$ cat config.mk
export PLATFORM = sky130hd
export DESIGN_NAME = mipsCore
export DESIGN_NICKNAME = d
export VERILOG_FILES = /design/src/mipsPkg.sv /design/src/ctrlBus.sv /design/src/controlDecoder.sv /design/src/instrQueue.sv /design/src/regFile.sv /design/src/alu.sv /design/src/executeUnit.sv /design/src/mipsCore.sv
export SDC_FILE = /design/constraint.sdc
export NUM_CORES = 2
export LEC_CHECK = 0
export BUFFER_PORTS_ARGS = -buffer_cell sky130_fd_sc_hd__buf_2
export CORE_ASPECT_RATIO = 0.6
export CORE_UTILIZATION = 45
export DETAILED_ROUTE_END_ITERATION = 10
export GPL_ROUTABILITY_DRIVEN = 0
export PLACE_DENSITY = 0.69
export RECOVER_POWER = 100
export SYNTH_ARGS = -nofsm -noshare
export SYNTH_HDL_FRONTEND = slang
export SYNTH_HIERARCHICAL = 1
export SYNTH_SLANG_ARGS = --single-unit
$ cat constraint.sdc
create_clock -name Clk -period 77.8 [get_ports Clk]
set_input_delay 11.67 -clock Clk [delete_from_list [all_inputs] [get_ports Clk]]
set_output_delay 11.67 -clock Clk [all_outputs]
set_load 0.01 [all_outputs]
$ cat src/mipsPkg.sv
`default_nettype none

package mipsPkg;

    parameter int dataWidth    = 32;
    parameter int regAddrWidth = 5;

    typedef logic [dataWidth-1:0]    word_t;
    typedef logic [regAddrWidth-1:0] regAddr_t;
    typedef logic [15:0]             imm_t;   // I-type immediate field
    typedef logic [4:0]              shamt_t; // Shift amount field, also picks seb/seh

    typedef enum logic [5:0] {
        OpSpecial  = 6'b000000, // R-type, selected by funct
        OpSpecial2 = 6'b011100, // mul
        OpSpecial3 = 6'b011111, // seb, seh
        OpAddi     = 6'b001000,
        OpAddiu    = 6'b001001,
        OpSlti     = 6'b001010,
        OpSltiu    = 6'b001011,
        OpAndi     = 6'b001100,
        OpOri      = 6'b001101,
        OpXori     = 6'b001110,
        OpIdle     = 6'b111111  // Decoder state out of reset
    } opCodeE;

    typedef enum logic [5:0] {
        FnMul  = 6'b000010,
        FnAdd  = 6'b100000,
        FnAddu = 6'b100001,
        FnSub  = 6'b100010,
        FnSubu = 6'b100011,
        FnAnd  = 6'b100100,
        FnOr   = 6'b100101,
        FnXor  = 6'b100110,
        FnSlt  = 6'b101010,
        FnSltu = 6'b101011
    } functE;

    // SPECIAL3 BSHFL funct, same code as add
    localparam functE FnBshfl = functE'(6'b100000);

    localparam shamt_t ShSeb = 5'b10000;
    localparam shamt_t ShSeh = 5'b11000;

    typedef enum logic [3:0] {
        AluAdd, AluSub, AluAnd, AluOr, AluXor, AluSlt, AluSltu,
        AluMul, AluSeb, AluSeh, AluNop
    } aluOpE;

endpackage

`default_nettype wire

$ cat src/ctrlBus.sv
`timescale 1ns/1ps
`default_nettype none

// Decoded control bundle, decoder to datapath
interface ctrlBus;
    import mipsPkg::*;

    logic  RegDst;   // rd rather than rt as destination
    logic  RegWrite;
    logic  AluSrc;   // Extended immediate rather than rt
    logic  SignExt;
    aluOpE AluOp;
    logic  Illegal;

    modport decoder (
        output RegDst, RegWrite, AluSrc, SignExt, AluOp, Illegal
    );

    modport datapath (
        input RegDst, RegWrite, AluSrc, SignExt, AluOp, Illegal
    );

endinterface

`default_nettype wire

$ cat src/controlDecoder.sv
`timescale 1ns/1ps
`default_nettype none

module controlDecoder (
    input  wire              Clk,
    input  wire              Rst,
    input  mipsPkg::opCodeE  OpCode,
    input  mipsPkg::functE   Funct,
    input  mipsPkg::shamt_t  Shamt,
    input  wire              Load,
    ctrlBus.decoder          ctrl
);
    import mipsPkg::*;

    opCodeE opState;

    ////////////////////////////////////////
    // Opcode state register
    ////////////////////////////////////////
    always_ff @(posedge Clk or posedge Rst) begin
        if (Rst)
            opState <= OpIdle;
        else if (Load)
            opState <= OpCode;
    end

    ////////////////////////////////////////
    // Control outputs per state
    ////////////////////////////////////////
    always_comb begin
        ctrl.RegDst   = 1'b0;
        ctrl.RegWrite = 1'b0;
        ctrl.AluSrc   = 1'b0;
        ctrl.SignExt  = 1'b0;
        ctrl.AluOp    = AluNop;
        ctrl.Illegal  = 1'b0;

        case (opState)
            OpIdle: ; // Nothing in flight
            OpSpecial: begin
                ctrl.RegDst   = 1'b1;
                ctrl.RegWrite = 1'b1;
                case (Funct)
                    FnAdd, FnAddu: ctrl.AluOp = AluAdd; // No overflow trap
                    FnSub, FnSubu: ctrl.AluOp = AluSub;
                    FnAnd:         ctrl.AluOp = AluAnd;
                    FnOr:          ctrl.AluOp = AluOr;
                    FnXor:         ctrl.AluOp = AluXor;
                    FnSlt:         ctrl.AluOp = AluSlt;
                    FnSltu:        ctrl.AluOp = AluSltu;
                    default: begin
                        ctrl.RegWrite = 1'b0;
                        ctrl.Illegal  = 1'b1;
                    end
                endcase
            end
            OpSpecial2: begin
                ctrl.RegDst   = 1'b1;
                ctrl.RegWrite = (Funct == FnMul);
                ctrl.AluOp    = (Funct == FnMul) ? AluMul : AluNop;
                ctrl.Illegal  = (Funct != FnMul);
            end
            OpSpecial3: begin
                ctrl.RegDst = 1'b1;
                if (Funct == FnBshfl && Shamt == ShSeb) begin
                    ctrl.RegWrite = 1'b1;
                    ctrl.AluOp    = AluSeb;
                end else if (Funct == FnBshfl && Shamt == ShSeh) begin
                    ctrl.RegWrite = 1'b1;
                    ctrl.AluOp    = AluSeh;
                end else begin
                    ctrl.Illegal  = 1'b1;
                end
            end
            OpAddi, OpAddiu: begin
                ctrl.RegWrite = 1'b1;
                ctrl.AluSrc   = 1'b1;
                ctrl.SignExt  = 1'b1;
                ctrl.AluOp    = AluAdd;
            end
            OpSlti, OpSltiu: begin
                ctrl.RegWrite = 1'b1;
                ctrl.AluSrc   = 1'b1;
                ctrl.SignExt  = 1'b1;  // Sign extended even for sltiu
                ctrl.AluOp    = (opState == OpSlti) ? AluSlt : AluSltu;
            end
            OpAndi, OpOri, OpXori: begin
                ctrl.RegWrite = 1'b1;
                ctrl.AluSrc   = 1'b1;  // Logical immediates zero extend
                ctrl.AluOp    = (opState == OpAndi) ? AluAnd :
                                (opState == OpOri)  ? AluOr  : AluXor;
            end
            default: ctrl.Illegal = 1'b1;
        endcase
    end

endmodule

`default_nettype wire

$ cat src/instrQueue.sv
`timescale 1ns/1ps
`default_nettype none

module instrQueue #(
    parameter int QueueDepth = 4
) (
    input  wire             Clk,
    input  wire             Rst,
    input  wire             InValid,
    input  mipsPkg::word_t  InInstr,
    output logic            InCredit,
    output logic            QValid,
    output mipsPkg::word_t  QInstr,
    input  wire             QPop
);
    import mipsPkg::*;

    localparam int PtrW = (QueueDepth > 1) ? $clog2(QueueDepth) : 1;
    localparam int CntW = $clog2(QueueDepth + 1);

    word_t           mem [QueueDepth];
    logic [PtrW-1:0] wrPtr;
    logic [PtrW-1:0] rdPtr;
    logic [CntW-1:0] count;
    logic            full;
    logic            push;
    logic            pop;

    assign full     = (count == CntW'(QueueDepth));
    assign push     = InValid && !full;
    assign pop      = QPop && QValid;
    assign QValid   = (count != '0);
    assign QInstr   = mem[rdPtr];
    assign InCredit = pop;  // Slot freed this cycle goes straight back

    always_ff @(posedge Clk) begin
        if (push)
            mem[wrPtr] <= InInstr;
    end

    always_ff @(posedge Clk or posedge Rst) begin
        if (Rst) begin
            wrPtr <= '0;
            rdPtr <= '0;
            count <= '0;
        end else begin
            if (push)
                wrPtr <= (wrPtr == PtrW'(QueueDepth - 1)) ? '0 : wrPtr + 1'b1;
            if (pop)
                rdPtr <= (rdPtr == PtrW'(QueueDepth - 1)) ? '0 : rdPtr + 1'b1;
            if (push && !pop)
                count <= count + 1'b1;
            else if (pop && !push)
                count <= count - 1'b1;
        end
    end

    // Producer credits must keep it off a full queue
    assert property (@(posedge Clk) disable iff (Rst)
        !(InValid && full) && !(QPop && !QValid));

endmodule

`default_nettype wire

$ cat src/regFile.sv
`timescale 1ns/1ps
`default_nettype none

module regFile (
    input  wire               Clk,
    input  wire               Rst,
    input  mipsPkg::regAddr_t RdAddrA,
    input  mipsPkg::regAddr_t RdAddrB,
    output mipsPkg::word_t    RdDataA,
    output mipsPkg::word_t    RdDataB,
    input  wire               WrEn,
    input  mipsPkg::regAddr_t WrAddr,
    input  mipsPkg::word_t    WrData
);
    import mipsPkg::*;

    localparam int NumRegs = 2 ** regAddrWidth;

    word_t regs [NumRegs];

    assign RdDataA = regs[RdAddrA];
    assign RdDataB = regs[RdAddrB];

    always_ff @(posedge Clk or posedge Rst) begin
        if (Rst) begin
            for (int i = 0; i < NumRegs; i++)
                regs[i] <= '0;
        end else if (WrEn && WrAddr != '0) begin // r0 stays zero
            regs[WrAddr] <= WrData;
        end
    end

endmodule

`default_nettype wire

$ cat src/alu.sv
`timescale 1ns/1ps
`default_nettype none

module alu (
    input  mipsPkg::aluOpE Op,
    input  mipsPkg::word_t A,
    input  mipsPkg::word_t B,
    output mipsPkg::word_t Y
);
    import mipsPkg::*;

    word_t sum;
    word_t diff;
    word_t prod;
    logic  ltSigned;
    logic  ltUnsigned;

    assign sum        = A + B;
    assign diff       = A - B;
    assign prod       = A * B;  // Low word of the product only
    assign ltSigned   = $signed(A) < $signed(B);
    assign ltUnsigned = A < B;

    ////////////////////////////////////////
    // Result select
    ////////////////////////////////////////
    always_comb begin
        case (Op)
            AluAdd:  Y = sum;
            AluSub:  Y = diff;
            AluAnd:  Y = A & B;
            AluOr:   Y = A | B;
            AluXor:  Y = A ^ B;
            AluSlt:  Y = word_t'(ltSigned);
            AluSltu: Y = word_t'(ltUnsigned);
            AluMul:  Y = prod;

            // seb and seh only look at rt, which arrives on B
            AluSeb: begin
                Y = {{(dataWidth-8){B[7]}}, B[7:0]};
            end
            AluSeh: begin
                Y = {{(dataWidth-16){B[15]}}, B[15:0]};
            end

            AluNop:  Y = '0;
            default: Y = '0;
        endcase
    end

endmodule

`default_nettype wire

$ cat src/executeUnit.sv
`timescale 1ns/1ps
`default_nettype none

module executeUnit #(
    parameter int MulCycles = 3
) (
    input  wire               Clk,
    input  wire               Rst,
    input  wire               QValid,
    input  mipsPkg::word_t    QInstr,
    output logic              QPop,
    output logic              WbValid,
    output mipsPkg::regAddr_t WbReg,
    output mipsPkg::word_t    WbData,
    output logic              IllegalOp
);
    import mipsPkg::*;

    localparam int CntW = $clog2(MulCycles + 1);

    logic [25:0]     instrReg;  // Stage one payload below the opcode
    logic            s1Valid;
    logic [CntW-1:0] mulCnt;
    logic            isMul;
    logic            done;      // Instruction finishes this cycle
    regAddr_t        rs;
    regAddr_t        rt;
    regAddr_t        rd;
    imm_t            imm;
    word_t           extImm;
    word_t           rdDataA;
    word_t           rdDataB;
    word_t           operandB;

    ctrlBus ctrl ();

    ////////////////////////////////////////
    // Stage one
    ////////////////////////////////////////
    assign QPop = QValid && (!s1Valid || done);

    always_ff @(posedge Clk) begin
        if (QPop)
            instrReg <= QInstr[25:0];
    end

    always_ff @(posedge Clk or posedge Rst) begin
        if (Rst)
            s1Valid <= 1'b0;
        else if (QPop)
            s1Valid <= 1'b1;
        else if (done)
            s1Valid <= 1'b0;
    end

    controlDecoder decoder0 (
        .Clk    (Clk),
        .Rst    (Rst),
        .OpCode (opCodeE'(QInstr[31:26])), // Loaded together with instrReg
        .Funct  (functE'(instrReg[5:0])),
        .Shamt  (instrReg[10:6]),
        .Load   (QPop),
        .ctrl   (ctrl)
    );

    ////////////////////////////////////////
    // Stage two
    ////////////////////////////////////////
    assign rs     = instrReg[25:21];
    assign rt     = instrReg[20:16];
    assign rd     = instrReg[15:11];
    assign imm    = instrReg[15:0];
    assign extImm = ctrl.SignExt ? {{(dataWidth-16){imm[15]}}, imm}
                                 : {{(dataWidth-16){1'b0}}, imm};
    assign operandB = ctrl.AluSrc ? extImm : rdDataB;

    // Multiply holds stage two for MulCycles cycles
    assign isMul = (ctrl.AluOp == AluMul);
    assign done  = s1Valid && (!isMul || mulCnt == CntW'(MulCycles - 1));

    always_ff @(posedge Clk or posedge Rst) begin
        if (Rst)
            mulCnt <= '0;
        else if (s1Valid && isMul)
            mulCnt <= done ? '0 : mulCnt + 1'b1;
    end

    regFile regFile0 (
        .Clk     (Clk),
        .Rst     (Rst),
        .RdAddrA (rs),
        .RdAddrB (rt),
        .RdDataA (rdDataA),
        .RdDataB (rdDataB),
        .WrEn    (WbValid),  // Lands at the edge closing the WbValid cycle
        .WrAddr  (WbReg),
        .WrData  (WbData)
    );

    alu alu0 (
        .Op (ctrl.AluOp),
        .A  (rdDataA),
        .B  (operandB),
        .Y  (WbData)
    );

    assign WbReg     = ctrl.RegDst ? rd : rt;
    assign WbValid   = done && ctrl.RegWrite;
    assign IllegalOp = s1Valid && ctrl.Illegal;

    assert property (@(posedge Clk) disable iff (Rst) !(WbValid && IllegalOp));

endmodule

`default_nettype wire

$ cat src/mipsCore.sv
`timescale 1ns/1ps
`default_nettype none

module mipsCore #(
    parameter int QueueDepth = 4,
    parameter int MulCycles  = 3
) (
    input  wire               Clk,
    input  wire               Rst,
    input  wire               InValid,
    input  mipsPkg::word_t    InInstr,
    output logic              InCredit,
    output logic              WbValid,
    output mipsPkg::regAddr_t WbReg,
    output mipsPkg::word_t    WbData,
    output logic              IllegalOp
);
    import mipsPkg::*;

    // Queue to execute link
    logic  qValid;
    word_t qInstr;
    logic  qPop;

    instrQueue #(
        .QueueDepth (QueueDepth)
    ) queue0 (
        .Clk      (Clk),
        .Rst      (Rst),
        .InValid  (InValid),
        .InInstr  (InInstr),
        .InCredit (InCredit),
        .QValid   (qValid),
        .QInstr   (qInstr),
        .QPop     (qPop)
    );

    executeUnit #(
        .MulCycles (MulCycles)
    ) exec0 (
        .Clk       (Clk),
        .Rst       (Rst),
        .QValid    (qValid),
        .QInstr    (qInstr),
        .QPop      (qPop),
        .WbValid   (WbValid),
        .WbReg     (WbReg),
        .WbData    (WbData),
        .IllegalOp (IllegalOp)
    );

endmodule

`default_nettype wire

* Word level (Yosys, flattened, before mapping)
Memory sizes are Yosys's and may differ from the RTL's. Index checks and enable logic that the tools add are counted.
Word-level totals: input port bits 35, output and inout port bits 40, RAM bits 128, logic and storage cells 173, register bits after elaboration 1066, memories kept 1
Operators by class: reduce and logical (&&, ||, !) cells 36, $add $sub $neg 7, order comparisons 6, equal/unequal tests 36, bitwise logic cells 6, $mul 1, multiplexer cells 41
Memory list:
- queue0.mem | depth 4, bits a word 32, read ports 1, clocked after memory_dff 0, wr ports 1, line instrQueue.sv:21 | word_t mem [QueueDepth];
Operators with widths (number):
- $bwmux W1024 | 1
- $bmux W32 S5 | 2
- $pmux W32 S10 | 1
- $mux W32 | 7
- $demux W32 S5 | 1
- $lt A32 B32 Y1 | 2
- $eq A6 B6 Y1 const B | 10
- $eq A6 B4 Y1 const B | 7
- $add A32 B32 Y32 | 1
- $and A32 B32 Y32 | 1
- $mul A32 B32 Y32 | 1
- $or A32 B32 Y32 | 1
- $sub A32 B32 Y32 | 1
- $xor A32 B32 Y32 | 1
- $pmux W4 S7 | 1
- $pmux W4 S6 | 1
- $ge A6 B6 Y1 const B | 3
- $not A5 Y6 | 3
- $eq A4 B3 Y1 const B | 4
- $logic_and A1 B1 Y1 | 13
- $mux W1 | 13
- $eq A6 B5 Y1 const B | 2
- $mux W2 | 6
- $mux W3 | 4
- other kinds (28) | 46

* Logic depth before layout (Yosys ltp)
depth after elaboration 15, depth in mapped cells 38, gate-level depth less buffers 33

* Modules after synthesis
Netlist, hierarchy kept.
Modules (own cells, without submodules):
- regFile | times used 1, cells each 4602, area each 55959.9 um^2, sequential area each 25624.6 um^2
- alu | times used 1, cells each 2438, area each 19785.2 um^2, sequential area each 0.0 um^2
- instrQueue | times used 1, cells each 206, area each 5114.9 um^2, sequential area each 4018.9 um^2
- executeUnit | times used 1, cells each 103, area each 1413.9 um^2, sequential area each 855.8 um^2
- controlDecoder | times used 1, cells each 83, area each 651.9 um^2, sequential area each 157.7 um^2

* Worst setup path after synthesis
OpenSTA, ideal clock, no wires.
path kind flip-flop to output port, start register exec0.instrReg[17], end output WbData[31], slack 57.492 ns, stages on the path, launching flop included 36, data arrival time 8.638 ns, required time 66.130 ns, cell sequence edfxtp_1 > buf_2 > buf_4 > buf_2 > buf_2 > mux2i_1 > nand2_1 > a31oi_1 > nand3_1 > mux2_2 > clkbuf_1 > inv_1 > clkbuf_1 > nor2_1 > fa_1 > inv_1 > fa_1 > fa_1 > fa_1 > inv_1 > fa_1 > inv_1 > fa_1 > inv_1 > fa_1 > fa_1 > ha_1 > a211oi_1 > nor2_1 > a211oi_1 > o21ba_2 > o311ai_1 > a41oi_1 > o21ai_0 > xnor2_1 > a211o_1
Between the ends: cells in the longest elaborated chain, start to end 7, elaborated cells on any way between the ends 12, classes of those cells add/sub: 2; mul: 1; mux: 5; bitwise: 4
Ends and longest elaborated chain:
- start, declared | line executeUnit.sv:21 | logic [25:0] instrReg;
- start signal, assigned | line executeUnit.sv:44 | instrReg <= QInstr[25:0];
- $not A5 Y6 (not written as such) (*) | line regFile.sv:22 | assign RdDataB = regs[RdAddrB];
- $bmux W32 S5 (*) | line regFile.sv:22
- $mux W32 (not written as such) (*) (2 in a row) | line regFile.sv:22
- named net exec0.rdDataB[2] | line executeUnit.sv:32 | word_t rdDataB;
- $mux W32 (*) | line executeUnit.sv:75 | assign operandB = ctrl.AluSrc ? extImm : rdDataB;
- named net exec0.operandB[2] | line executeUnit.sv:33 | word_t operandB;
- $mul A32 B32 Y32 (tied with other cells) | line alu.sv:20 | assign prod = A * B;
- $pmux W32 S10 (*) | line alu.sv:28 | case (Op)
- end, declared | line mipsCore.sv:15 | output mipsPkg::word_t WbData,
Mark *: on every way through the listed nets, which the timed path passes. The rest lies on a longest branch. The select of a mux whose other input is x is not followed.

* Worst setup path in the final report
Ends and elaborated chain as after synthesis.

==> out/results.tsv <==
metric	value	unit
initial antenna violation count	14	
CTS hold repair buffers	0	
EDFF count, synth	154	
Final min period	36.86	ns
GRT Util Overall	0.296	
Resize count post-CTS	0	
average size of a mapped cell	11.2	um2
fin util	0.483	
Cell Area, Placed	84800	um2
CP max stage cell	clkbuf_1	
Setup CP Type	flip-flop to primary output	
outcome	finished with violations	
Worst-Margin Slew	9.76	ns
CTS sink count	1194	
Async SR Flop Fraction	0.871	
reg2reg path depth	33	
worst setup path end	WbData[31]	
Clock Path Buffers	3	
synthesis warning total	6	
Arr. time, crit path	25.19	ns
Nets	7845	
Distinct cells, synth	100	
leading area contributor after synthesis	dfrtp_1	
WL/cell	28.8	um
Final period util	0.474	
CTS buffer count	104	
WP data required	66.13	ns
row count	121	
met2 usage	0.396	
critical path launch point type	flip-flop	
Synth Register Bits	1194	
Crit. Startpoint	exec0/instrReg[17]	
chip height	335	um
core box area	182000	um2
CTS tree	built	
instance count of the mapped netlist	7432	
TNS Setup	0	ns
Final Max Tran Viols	2350	
Initial Utilization	0.455	
Mapped Area	82900	um2
vias per inst	6.39	
postcts setup bufs	0	
Critical R2R Launch	exec0/instrReg[17]	
post-route cell area	87900	um2
FMAX	0.0271	GHz
worst-path fanout max	125	
die area	186000	um2
final wirelength	280	mm
sequential fraction of the synthesis area	0.370	
DRC	0	
Clock Tree Root	clkbuf_16	
RSZ-0062 raised after global routing	no	
flop2flop setup slack	53.48	ns
Synth Net Count	8104	
Synth area leaders	dfrtp_1 31%, mux2_2 13%, mux2i_1 12%	
violated checks	max-capacitance violations, max-slew violations	
GRT met1 Usage	0.434	
pin count of the biggest net entering global routing	180	
share of layout cells above drive strength 1	0.196	
clk_skew	0.0584	ns
DR vias	62090	
CP endpoint kind	primary output	
M3 GR Usage	0.121	
DRC violation total after the first TritonRoute iteration	9026	
post-synth top area share	0.312	
Final setup viols	0	
vias in the first global route	61837	
max-cap check violation count	47	
grt ovf	0	
I/O Buffers	74	
cell mode on critical path	fa_1	
Skew-Pair Late Insertion Delay	0.76	ns
Post-DRT Antenna Nets	0	
relative slew slack	-5.51	
final hold violations	0	
Top-Level Pins	75	
clk slew on worst S/H paths	0.07	ns
Area growth syn-to-layout	6.00	%
DP HPWL	182	mm
DR pass1 iterations	9	
Reg2Reg Capture Point	exec0/regFile0/regs[503]	
DIE WIDTH	556	um
Critical Path Max Stage Delay	6.93	ns
Main synth FF type	dfrtp_1	
min-delay worst type	flip-flop to flip-flop	
first-pass GRT wire length	412	mm
H-tree depth	3	
global route hottest layer	met1	
## final cells by class
| type | count | area [um2] |
|---|---|---|
| repair buffers | 249 | 1470 |
| well taps | 2460 | 3080 |
| inverters | 493 | 1850 |
| diodes | 3 | 7.51 |
| clock buffers | 143 | 2960 |
| clock inverters | 48 | 569 |
| flip-flops and latches | 1194 | 30700 |
| multi-input cells | 5131 | 47300 |
| fillers | 16190 | 94200 |
## routing by layer
layer / vias to the layer above / routed length [um] / part of all wire
li1: 25526 / - / -
met1: 31854 / 120000 / 0.43
met2: 4006 / 110000 / 0.39
met3: 682 / 41000 / 0.15
met4: 22 / 9260 / 0.033
met5: - / 208 / 0.00074
## worst min-delay path by stage
stage / start / depth (start not counted) / to / slack [ns]
after floorplan: exec0/regFile0/regs[1000] / 1 / exec0/regFile0/regs[1000] / 0.45
after global placement: exec0/regFile0/regs[993] / 0 / exec0/regFile0/regs[993] / 0.38
after detailed placement: exec0/regFile0/regs[992] / 0 / exec0/regFile0/regs[992] / 0.39
after CTS: exec0/regFile0/regs[992] / 0 / exec0/regFile0/regs[992] / 0.40
after global routing: exec0/regFile0/regs[1002] / 0 / exec0/regFile0/regs[1002] / 0.41
final: exec0/regFile0/regs[992] / 0 / exec0/regFile0/regs[992] / 0.40
## placed cells by master, fill, tap and decap left out, types with 18 or more instances in the layout
| cell | Yosys | final |
|---|---|---|
| a211oi_1 | 18 | 18 |
| a21o_1 | 20 | 20 |
| a21oi_1 | 299 | 299 |
| a22o_1 | 130 | 130 |
| a22oi_1 | 203 | 203 |
| a31oi_1 | 75 | 75 |
| buf_4 | 70 | 123 |
| clkbuf_1 | 325 | 133 |
| clkbuf_16 | 0 | 104 |
| clkbuf_8 | 14 | 21 |
| clkinv_2 | 0 | 23 |
| dfrtp_1 | 1034 | 1033 |
| edfxtp_1 | 154 | 154 |
| fa_1 | 411 | 411 |
| ha_1 | 226 | 226 |
| inv_1 | 474 | 473 |
| mux2_1 | 36 | 45 |
| mux2_2 | 989 | 981 |
| mux2i_1 | 1034 | 1034 |
| mux4_2 | 28 | 28 |
| nand2_1 | 480 | 464 |
| nand3_1 | 212 | 212 |
| nor2_1 | 381 | 378 |
| nor2_4 | 16 | 19 |
| nor2b_1 | 25 | 22 |
| nor3_1 | 96 | 93 |
| o211ai_1 | 19 | 19 |
| o21ai_0 | 72 | 69 |
| xnor2_1 | 81 | 81 |
| xor2_1 | 30 | 30 |
## Yosys cell counts, types with 25 or more instances
library cell and count:
a22oi_1 203, mux2i_1 1034, nor3_1 96, a22o_1 130, mux2_2 989, buf_1 39, inv_1 474, ha_1 226
mux4_2 28, edfxtp_1 154, nand3_1 212, buf_4 70, nand2_1 480, fa_1 411, dfrtp_1 1034, clkbuf_1 325
nor2b_1 25, a31oi_1 75, xnor2_1 81, mux2_1 36, a21oi_1 299, nor2_1 381, buf_2 117, o21ai_0 72
xor2_1 30, buf_6 46
## critical path: cells and delay by family, from the launching register on
| kind | cells | cell delay, ns |
|---|---|---|
| AO/OA/AOI/OAI | 8 | 2.95 |
| adder cells (fa/ha/maj) | 9 | 4.43 |
| flip-flops | 1 | 0.95 |
| AND/OR/NAND/NOR | 4 | 0.94 |
| multiplexers | 2 | 1.52 |
| XOR/XNOR | 1 | 0.27 |
| buffers and inverters | 10 | 12.98 |
## flip-flops by register name (all words and copies together), names as in the netlist
name and flops:
exec0/mulCnt 2, exec0/instrReg 26, queue0/count 3, exec0/decoder0/opState 6, exec0/s1Valid 1, queue0/rdPtr 2
exec0/regFile0/regs 1024, queue0/mem 128, queue0/wrPtr 2
## cells by family after synthesis
| group | count (synthesis) | share of synthesized area |
|---|---|---|
| buffers and inverters | 1107 | 0.0615 |
| AOI/OAI and AO/OA | 967 | 0.0786 |
| and+or+nand+nor | 1323 | 0.0720 |
| xor gates and xnor gates | 111 | 0.0117 |
| muxes | 2093 | 0.273 |
| DFF | 1194 | 0.370 |
| adders and majority gates | 637 | 0.133 |
## per-stage QoR
stage | std cells | hold WS (ns) | setup slack (ns)
6_report | 9721 | 0.398 | 40.94
5_1_grt | 9718 | 0.413 | 40.82
4_1_cts | 9718 | 0.402 | 51.66
3_5_place_dp | 9527 | 0.389 | 52.52
3_3_place_gp | 9527 | 0.384 | 52.71
2_1_floorplan | 7432 | 0.449 | 37.31
Power is not shown: default switching activity piles up to over one toggle a cycle in this logic, so the estimate is an artifact.
